$ cat src/hw/mera_pkg.sv
// mera-400 control path shared definitions
// word and field types, opcodes, sequencer states and w bus encodings
`default_nettype none

package mera_pkg;

	// data, address and instruction word
	typedef logic [15:0] word_t;

	// general register number
	typedef logic [2:0] reg_sel_t;

	// major opcode, instruction bits 15..10
	typedef logic [5:0] opcode_t;

	// size of the general register file
	localparam int reg_count = 8;

	// executed opcodes
	localparam opcode_t op_lw  = 6'o20;
	localparam opcode_t op_aw  = 6'o40;
	localparam opcode_t op_nr  = 6'o46;
	localparam opcode_t op_er  = 6'o50;
	localparam opcode_t op_uj  = 6'o70;
	localparam opcode_t op_hlt = 6'o73;

	// sequencer states
	typedef enum logic [2:0] {
		st_wait,
		st_fetch,
		st_arg,
		st_rc,
		st_bmod,
		st_exec
	} seq_state_t;

	// w bus source grant
	typedef enum logic [1:0] {
		src_ki,
		src_reg,
		src_alu,
		src_ac
	} w_src_t;

	// alu operation
	typedef enum logic [1:0] {
		alu_pass,
		alu_add,
		alu_and,
		alu_xor
	} alu_op_t;

endpackage

`default_nettype wire

$ cat src/hw/ctl_seq.sv
// microinstruction sequencer of the p-m unit
// decodes the instruction, grants the w bus and issues microoperation strobes
`timescale 1ns/1ps
`default_nettype none

module ctl_seq (
	input  wire                __wls_1,
	input  wire                __m77,
	input  wire                start,
	input  wire                ok,
	input  wire mera_pkg::word_t ki,
	output logic               rd,
	output logic               run,
	output mera_pkg::w_src_t   w_src,
	output mera_pkg::alu_op_t  alu_op,
	output mera_pkg::reg_sel_t rsel,
	output logic               w_r,
	output logic               w_ic,
	output logic               w_ac,
	output logic               ic_inc,
	output logic               ki_take
);
	import mera_pkg::*;

	seq_state_t state;
	word_t      ir;
	logic       pend;
	logic       got;
	logic       w_ir;
	opcode_t    opc;
	reg_sel_t   fa;
	reg_sel_t   fb;
	reg_sel_t   fc;

	// instruction fields, d bit ignored
	assign opc = ir[15:10];
	assign fa  = ir[8:6];
	assign fb  = ir[5:3];
	assign fc  = ir[2:0];

	// got marks the cycle after ok, KI holds the new word
	assign ki_take = got;

	// one read per fetch or argument step
	assign rd = ((state == st_fetch) || (state == st_arg)) && !pend && !got;

	// w bus grant and strobes, one source per cycle
	always_comb begin
		w_src  = src_ac;
		alu_op = alu_pass;
		rsel   = fa;
		w_r    = 1'b0;
		w_ic   = 1'b0;
		w_ac   = 1'b0;
		ic_inc = 1'b0;
		w_ir   = 1'b0;
		case (state)
			st_fetch: begin
				if (got) begin
					w_ir   = 1'b1;
					ic_inc = 1'b1;
				end
			end
			st_arg: begin
				// second word straight from KI into AC
				if (got) begin
					w_src  = src_ki;
					w_ac   = 1'b1;
					ic_inc = 1'b1;
				end
			end
			st_rc: begin
				w_src = src_reg;
				rsel  = fc;
				w_ac  = 1'b1;
			end
			st_bmod: begin
				w_src  = src_alu;
				alu_op = alu_add;
				rsel   = fb;
				w_ac   = 1'b1;
			end
			st_exec: begin
				case (opc)
					op_lw: w_r = 1'b1;
					op_aw: begin
						w_src  = src_alu;
						alu_op = alu_add;
						w_r    = 1'b1;
					end
					op_nr: begin
						w_src  = src_alu;
						alu_op = alu_and;
						w_r    = 1'b1;
					end
					op_er: begin
						w_src  = src_alu;
						alu_op = alu_xor;
						w_r    = 1'b1;
					end
					op_uj: w_ic = 1'b1;
					default: ;
				endcase
			end
			default: ;
		endcase
	end

	always_ff @(posedge __wls_1 or posedge __m77) begin
		if (__m77) begin
			state <= st_wait;
			ir    <= '0;
			pend  <= 1'b0;
			got   <= 1'b0;
			run   <= 1'b0;
		end else begin
			if (rd)
				pend <= 1'b1;
			if (pend && ok) begin
				pend <= 1'b0;
				got  <= 1'b1;
			end
			if (got)
				got <= 1'b0;
			if (w_ir)
				ir <= ki;
			case (state)
				st_wait: begin
					if (start) begin
						run   <= 1'b1;
						state <= st_fetch;
					end
				end
				// c field taken from KI, IR loads on the same edge
				st_fetch: begin
					if (got)
						state <= (ki[2:0] == 3'd0) ? st_arg : st_rc;
				end
				st_arg: begin
					if (got)
						state <= (fb != 3'd0) ? st_bmod : st_exec;
				end
				st_rc:   state <= (fb != 3'd0) ? st_bmod : st_exec;
				st_bmod: state <= st_exec;
				st_exec: begin
					if (opc == op_hlt) begin
						run   <= 1'b0;
						state <= st_wait;
					end else begin
						state <= st_fetch;
					end
				end
				default: state <= st_wait;
			endcase
		end
	end

endmodule

`default_nettype wire

$ cat src/hw/reg_file.sv
// general register file, r0..r7
// combinational read of the selected register, write from the w bus
`timescale 1ns/1ps
`default_nettype none

module reg_file (
	input  wire                  __wls_1,
	input  wire                  __m77,
	input  wire                  w_r,
	input  wire mera_pkg::reg_sel_t rsel,
	input  wire mera_pkg::word_t w_bus,
	output mera_pkg::word_t      rdata
);
	import mera_pkg::*;

	word_t regs [reg_count];

	assign rdata = regs[rsel];

	always_ff @(posedge __wls_1 or posedge __m77) begin
		if (__m77) begin
			for (int i = 0; i < reg_count; i++)
				regs[i] <= '0;
		end else if (w_r) begin
			regs[rsel] <= w_bus;
		end
	end

endmodule

`default_nettype wire

$ cat src/hw/alu.sv
// argument register AC and the result logic
// AC combined with the register read port by pass, add, and or xor
`timescale 1ns/1ps
`default_nettype none

module alu (
	input  wire                   __wls_1,
	input  wire                   __m77,
	input  wire                   w_ac,
	input  wire mera_pkg::alu_op_t alu_op,
	input  wire mera_pkg::word_t  w_bus,
	input  wire mera_pkg::word_t  rdata,
	output mera_pkg::word_t       ac,
	output mera_pkg::word_t       result
);
	import mera_pkg::*;

	always_ff @(posedge __wls_1 or posedge __m77) begin
		if (__m77)
			ac <= '0;
		else if (w_ac)
			ac <= w_bus;
	end

	// add wraps modulo 2^16, carry dropped
	always_comb begin
		case (alu_op)
			alu_add: result = ac + rdata;
			alu_and: result = ac & rdata;
			alu_xor: result = ac ^ rdata;
			default: result = ac;
		endcase
	end

endmodule

`default_nettype wire

$ cat src/hw/ic_ar.sv
// instruction counter IC, doubling as address register AR
// loads from the w bus or steps by one, drives the memory address
`timescale 1ns/1ps
`default_nettype none

module ic_ar (
	input  wire                  __wls_1,
	input  wire                  __m77,
	input  wire                  w_ic,
	input  wire                  ic_inc,
	input  wire mera_pkg::word_t w_bus,
	output mera_pkg::word_t      addr
);
	import mera_pkg::*;

	word_t ic;

	// no data reads, so AR always equals IC
	assign addr = ic;

	always_ff @(posedge __wls_1 or posedge __m77) begin
		if (__m77)
			ic <= '0;
		else if (w_ic)
			ic <= w_bus;
		else if (ic_inc)
			ic <= ic + 16'd1;
	end

endmodule

`default_nettype wire

$ cat src/hw/w_bus_sel.sv
// KI memory data latch and the w bus driver
// w bus follows the source granted by the sequencer
`timescale 1ns/1ps
`default_nettype none

module w_bus_sel (
	input  wire                   __wls_1,
	input  wire                   __m77,
	input  wire                   ok,
	input  wire mera_pkg::word_t  data_in,
	input  wire mera_pkg::w_src_t w_src,
	input  wire mera_pkg::word_t  rdata,
	input  wire mera_pkg::word_t  result,
	input  wire mera_pkg::word_t  ac,
	output mera_pkg::word_t       ki,
	output mera_pkg::word_t       w_bus
);
	import mera_pkg::*;

	// memory word valid only in the ok cycle
	always_ff @(posedge __wls_1 or posedge __m77) begin
		if (__m77)
			ki <= '0;
		else if (ok)
			ki <= data_in;
	end

	always_comb begin
		case (w_src)
			src_ki:  w_bus = ki;
			src_reg: w_bus = rdata;
			src_alu: w_bus = result;
			default: w_bus = ac;
		endcase
	end

endmodule

`default_nettype wire

$ cat src/hw/cpu_top.sv
// cut-down mera-400 control path
// sequencer with register file, alu, IC and w bus peers on a strobe memory port
`timescale 1ns/1ps
`default_nettype none

module cpu_top (
	input  wire                  __wls_1,
	input  wire                  __m77,
	input  wire                  start,
	input  wire                  ok,
	input  wire mera_pkg::word_t data_in,
	output wire                  rd,
	output wire mera_pkg::word_t addr,
	output wire                  run,
	output wire                  w_r,
	output wire                  w_ic,
	output wire mera_pkg::reg_sel_t rsel,
	output wire mera_pkg::word_t w_bus
);
	import mera_pkg::*;

	w_src_t  w_src;
	alu_op_t alu_op;
	wire     w_ac;
	wire     ic_inc;
	word_t   ki;
	word_t   rdata;
	word_t   result;
	word_t   ac;

	// KI take strobe stays inside the sequencer, the latch runs on ok
	ctl_seq u_ctl_seq (
		.__wls_1 (__wls_1),
		.__m77   (__m77),
		.start   (start),
		.ok      (ok),
		.ki      (ki),
		.rd      (rd),
		.run     (run),
		.w_src   (w_src),
		.alu_op  (alu_op),
		.rsel    (rsel),
		.w_r     (w_r),
		.w_ic    (w_ic),
		.w_ac    (w_ac),
		.ic_inc  (ic_inc),
		.ki_take ()
	);

	reg_file u_reg_file (
		.__wls_1 (__wls_1),
		.__m77   (__m77),
		.w_r     (w_r),
		.rsel    (rsel),
		.w_bus   (w_bus),
		.rdata   (rdata)
	);

	alu u_alu (
		.__wls_1 (__wls_1),
		.__m77   (__m77),
		.w_ac    (w_ac),
		.alu_op  (alu_op),
		.w_bus   (w_bus),
		.rdata   (rdata),
		.ac      (ac),
		.result  (result)
	);

	ic_ar u_ic_ar (
		.__wls_1 (__wls_1),
		.__m77   (__m77),
		.w_ic    (w_ic),
		.ic_inc  (ic_inc),
		.w_bus   (w_bus),
		.addr    (addr)
	);

	w_bus_sel u_w_bus_sel (
		.__wls_1 (__wls_1),
		.__m77   (__m77),
		.ok      (ok),
		.data_in (data_in),
		.w_src   (w_src),
		.rdata   (rdata),
		.result  (result),
		.ac      (ac),
		.ki      (ki),
		.w_bus   (w_bus)
	);

endmodule

`default_nettype wire

$ cat config.mk
export PLATFORM = sky130hd
export DESIGN_NAME = cpu_top
export DESIGN_NICKNAME = d
export VERILOG_FILES = /design/src/hw/mera_pkg.sv /design/src/hw/ctl_seq.sv /design/src/hw/reg_file.sv /design/src/hw/alu.sv /design/src/hw/ic_ar.sv /design/src/hw/w_bus_sel.sv /design/src/hw/cpu_top.sv
export SDC_FILE = /design/constraint.sdc
export NUM_CORES = 1
export LEC_CHECK = 0
export BUFFER_PORTS_ARGS = -buffer_cell sky130_fd_sc_hd__buf_2
export CAP_MARGIN = 20
export CORE_MARGIN = 5
export CORE_UTILIZATION = 56
export CTS_CLUSTER_DIAMETER = 80
export DETAILED_ROUTE_END_ITERATION = 12
export GPL_TIMING_DRIVEN = 1
export PLACE_DENSITY_LB_ADDON = 0.3
export SYNTH_ARGS = -nofsm -noshare
export SYNTH_HDL_FRONTEND = slang
export SYNTH_SLANG_ARGS = --single-unit
$ cat constraint.sdc
create_clock -name __wls_1 -period 5.6 [get_ports __wls_1]
set_input_delay 0.28 -clock __wls_1 [delete_from_list [all_inputs] [get_ports __wls_1]]
set_output_delay 0.28 -clock __wls_1 [all_outputs]
set_load 0.005 [all_outputs]
==> impl_metrics.json <==
{
  "timing.setup.critical_path_class": "reg -> out",
  "netlist_area_before_placement_um2": 10900,
  "drv.max_cap_violation_count": 0,
  "grt_max_degree": 76,
  "synth_edf_count": 0,
  "clkSlewWorstSetupHoldPaths_ns": 0.07,
  "finish.instance_area_um2": 12300,
  "timing.critical_path.slowest_cell_delay_ns": 0.52,
  "syn-instance-count": 1112,
  "vias": 9217,
  "synth_net_count": 1154,
  "fin_tns_setup_ns": 0,
  "groute.usage.overall": 0.296,
  "final-hold-violation-count": 0,
  "first_iter_violations": 923,
  "postRouteAntennaNets": 0,
  "die_w_um": 150,
  "wire_per_inst_um": 22.5,
  "portion_of_the_post_synthesis_area_used_by_sequential_elements": 0.450,
  "core-area_um2": 19300,
  "input_output_buffers": 58,
  "area_delta_synth_final_pct": 12.0,
  "final.period_utilization": 0.952,
  "routed_wirelength_um": 32700,
  "status": "finished clean",
  "drc": 0,
  "cts-buffers-inserted": 17,
  "cp_max_fo": 16,
  "timing_max_transition_violations_final": 0,
  "vias_per_cell": 6.36,
  "dieArea_um2": 22400,
  "max-clock-path-buffers": 2,
  "end_kind": "primary output",
  "path_buf_inv": 4,
  "worstSkewPairLatency_ns": 0.44,
  "detailed_place_hpwl_um": 23000,
  "syn-mean-instance-area_um2": 9.84,
  "synth_top_flop_cell": "sky130_fd_sc_hd__dfrtp_1",
  "groute.layer.met3.usage": 0.0581,
  "synth_seq_cells": 197,
  "gp_congestion": 0.986,
  "post_synth_num_cell_types": 92,
  "detail_route.first_pass.iterations": 5,
  "post-route-worst-setup-slack_ns": 0.267,
  "initial_cell_density_of_the_core": 0.566,
  "path_cells": "or3b_1 > o32a_2 > nand2_2 > buf_4 > nand2_1 > a32o_1 > a221oi_2 > ha_1 > and2_1 > a221oi_1 > buf_4 > a21oi_1 > o21bai_1 > a2111o_1 > o211ai_1 > o22ai_4 > inv_1 > buf_2",
  "synth-warning-count": 0,
  "floorplan.io_pins": 59,
  "die_y_um": 150,
  "max_slew.worst_pin.slew_ns": 1.03,
  "place_worst_setup_slack_ns": 0.335,
  "finalCriticalPeriod_ns": 5.33,
  "fin_nets": 1213,
  "critical_path.top_delay_family": "compound AO/OA/AOI/OAI gates",
  "grt_antenna_before_repair": 0,
  "cts_tree": "done",
  "via_count_of_the_first_global_routing_pass": 8693,
  "hold_removal_path_class": "in -> reg",
  "relative_slew_slack": 0.308,
  "unrepaired_setup_endpoints_after_global_routing": "false",
  "timing.critical_path.required_ns": 5.32,
  "grt_overflow": 0,
  "crit_arrival_ns": 5.05,
  "grt_pass1_wl_um": 50400,
  "drive_gt1_frac": 0.235,
  "fp-row-count": 51,
  "crit_path_frequent_cell": "sky130_fd_sc_hd__buf_4",
  "ys_async_sr_fraction": 1.00,
  "crit_path_start_kind": "flip-flop",
  "gr-max-usage-layer": "met2",
  "globalRouteMet1Util": 0.417,
  "critical_path.slowest_cell": "sky130_fd_sc_hd__dfrtp_2",
  "globalRouteMet2Util": 0.455,
  "clock_tree.htree_level_count": 4,
  "antenna_cells": 0,
  "clock_tree.root_cell": "sky130_fd_sc_hd__clkbuf_16",
  "setup-violations-final": 0,
  "fmax_mhz": 188,
  "cts.sinks": 197,
  "final.setup_skew_ns": 0.0114,
  "post_dp_cell_area_um2": 11500
}
## stage by stage
stage	instances	util	hold WS, ns
after floorplan	1112	-	0.432
after global placement	1410	0.596	0.280
after detailed placement	1410	0.596	0.296
after CTS	1443	0.628	0.0588
after global routing	1449	0.634	0.0647
final	1449	0.634	0.0627
## routing by layer
metal,routed length [um],vias up,part of all wire
li1,-,4181,-
met1,13900,4455,0.43
met2,14800,484,0.45
met3,2790,97,0.086
met4,1160,0,0.035
met5,0,-,0
## worst register-to-register path: stages, from the launching register on
cell	delay, ns
sky130_fd_sc_hd__dfrtp_2	0.52
sky130_fd_sc_hd__or3b_1	0.46
sky130_fd_sc_hd__o32a_2	0.28
sky130_fd_sc_hd__nand2_2	0.12
sky130_fd_sc_hd__inv_2	0.13
sky130_fd_sc_hd__buf_4	0.20
sky130_fd_sc_hd__nand2_1	0.08
sky130_fd_sc_hd__o22ai_1	0.08
sky130_fd_sc_hd__a22oi_1	0.35
sky130_fd_sc_hd__ha_1	0.28
sky130_fd_sc_hd__inv_1	0.06
sky130_fd_sc_hd__fa_1	0.41
sky130_fd_sc_hd__nor2b_1	0.18
sky130_fd_sc_hd__o21ai_1	0.13
sky130_fd_sc_hd__o2bb2ai_2	0.18
sky130_fd_sc_hd__xor2_1	0.15
sky130_fd_sc_hd__o22ai_1	0.09
sky130_fd_sc_hd__a211oi_1	0.42
sky130_fd_sc_hd__o21ai_2	0.25
sky130_fd_sc_hd__mux2_1	0.34
## synthesized netlist by cell type (all sizes together) (3+ instances only)
cell     instances  area (um^2)
buf             29          213
nand2b           3         18.8
o21ai          120          634
o211ai          13          108
xnor2           16          140
o221ai          14          135
ha              21          263
and2             5         33.8
mux2i           29          290
a32oi            6         67.6
a2bb2oi          3         26.3
a211oi          11          103
a221oi           9          104
or3              4         25.0
nand2          169          637
a22oi           10         98.8
o32ai            6         52.6
a311oi           3         26.3
and3             8         50.1
nand4           10         62.6
nor3             6         40.0
o31ai            9         67.6
dfrtp          197         4930
inv             29          111
a21o             4         30.0
xor2             6         52.6
nand3           18         90.1
a21oi           59          322
nor3b            5         37.5
nor2            96          400
a31oi           28          245
o22ai           11          110
a31o             3         26.3
o21a             3         22.5
mux2            71          815
a21boi           3         22.5
a32o             6         62.6
or2              3         18.8
clkbuf          30          113
o211a            3         30.0
nor2b            7         46.3
## placed cells by master (no fill, tap or decap), types with 11 or more instances in the layout
master / count
sky130_fd_sc_hd__dfrtp_1: 194
sky130_fd_sc_hd__nand2_1: 168
sky130_fd_sc_hd__nor2_1: 93
sky130_fd_sc_hd__o21ai_1: 66
sky130_fd_sc_hd__mux2_2: 64
sky130_fd_sc_hd__buf_2: 58
sky130_fd_sc_hd__a21oi_1: 54
sky130_fd_sc_hd__o21ai_0: 44
sky130_fd_sc_hd__buf_4: 39
sky130_fd_sc_hd__mux2i_1: 29
sky130_fd_sc_hd__inv_1: 23
sky130_fd_sc_hd__ha_1: 21
sky130_fd_sc_hd__a31oi_1: 20
sky130_fd_sc_hd__nand3_1: 18
sky130_fd_sc_hd__clkbuf_16: 17
sky130_fd_sc_hd__xnor2_1: 16
sky130_fd_sc_hd__o221ai_1: 12
sky130_fd_sc_hd__o211ai_1: 11
## area by class of cell
cell class	count	area (um^2)
fill	1574	7070
multi-input combinational	827	5650
sequential	197	4930
timing repair buffer	99	613
clock buffer	18	429
tap	265	332
clock inverter	14	190
inverter	29	118
## cell families after synthesis
family          Yosys count  synth area share
compound gates          338             0.221
xor+xnor                 22            0.0176
fa+ha+maj                22            0.0258
buf+inv                  88            0.0399
flops                   197             0.450
mux                     100             0.101
simple gates            345             0.144
## flip-flops by register name, summed over array words and instances, names as in the netlist
register           cells
u_ctl_seq.run          1
u_ctl_seq.state        3
u_ctl_seq.ki_take      1
u_ic_ar.addr          16
u_reg_file.regs      128
u_alu.ac              16
u_ctl_seq.pend         1
u_ctl_seq.ir          15
u_w_bus_sel.ki        16
## what timing repair did
| item | 4_1_cts | 5_1_grt |
|---|---|---|
| hold endpoints to repair | 13 | 0 |
| pin swaps | 0 | 2 |
| setup buffers | 0 | 6 |
| gates resized for setup | 3 | 15 |
| hold buffers | 1 | 0 |
| setup endpoints to repair | 2 | 8 |
## worst paths after layout
path                       slack [ns]                             from  depth (start not counted)                               to
max in group asynchronous        3.95                            __m77                          4  u_reg_file.regs[56]$_DFFE_PP0P_
hold reg to reg                  0.48  u_reg_file.regs[92]$_DFFE_PP0P_                          2  u_reg_file.regs[92]$_DFFE_PP0P_
min in group asynchronous        0.37                            __m77                          3    u_w_bus_sel.ki[7]$_DFFE_PP0P_
setup reg to reg                 0.78   u_ctl_seq.state[0]$_DFFE_PP0P_                         19      u_ic_ar.addr[8]$_DFFE_PP0P_
hold / removal                   0.06                      data_in[10]                          2   u_w_bus_sel.ki[10]$_DFFE_PP0P_
setup / recovery                 0.27   u_ctl_seq.state[0]$_DFFE_PP0P_                         18                        w_bus[11]
Power is not shown: default switching activity piles up to over one toggle a cycle in this logic, so the estimate is an artifact.
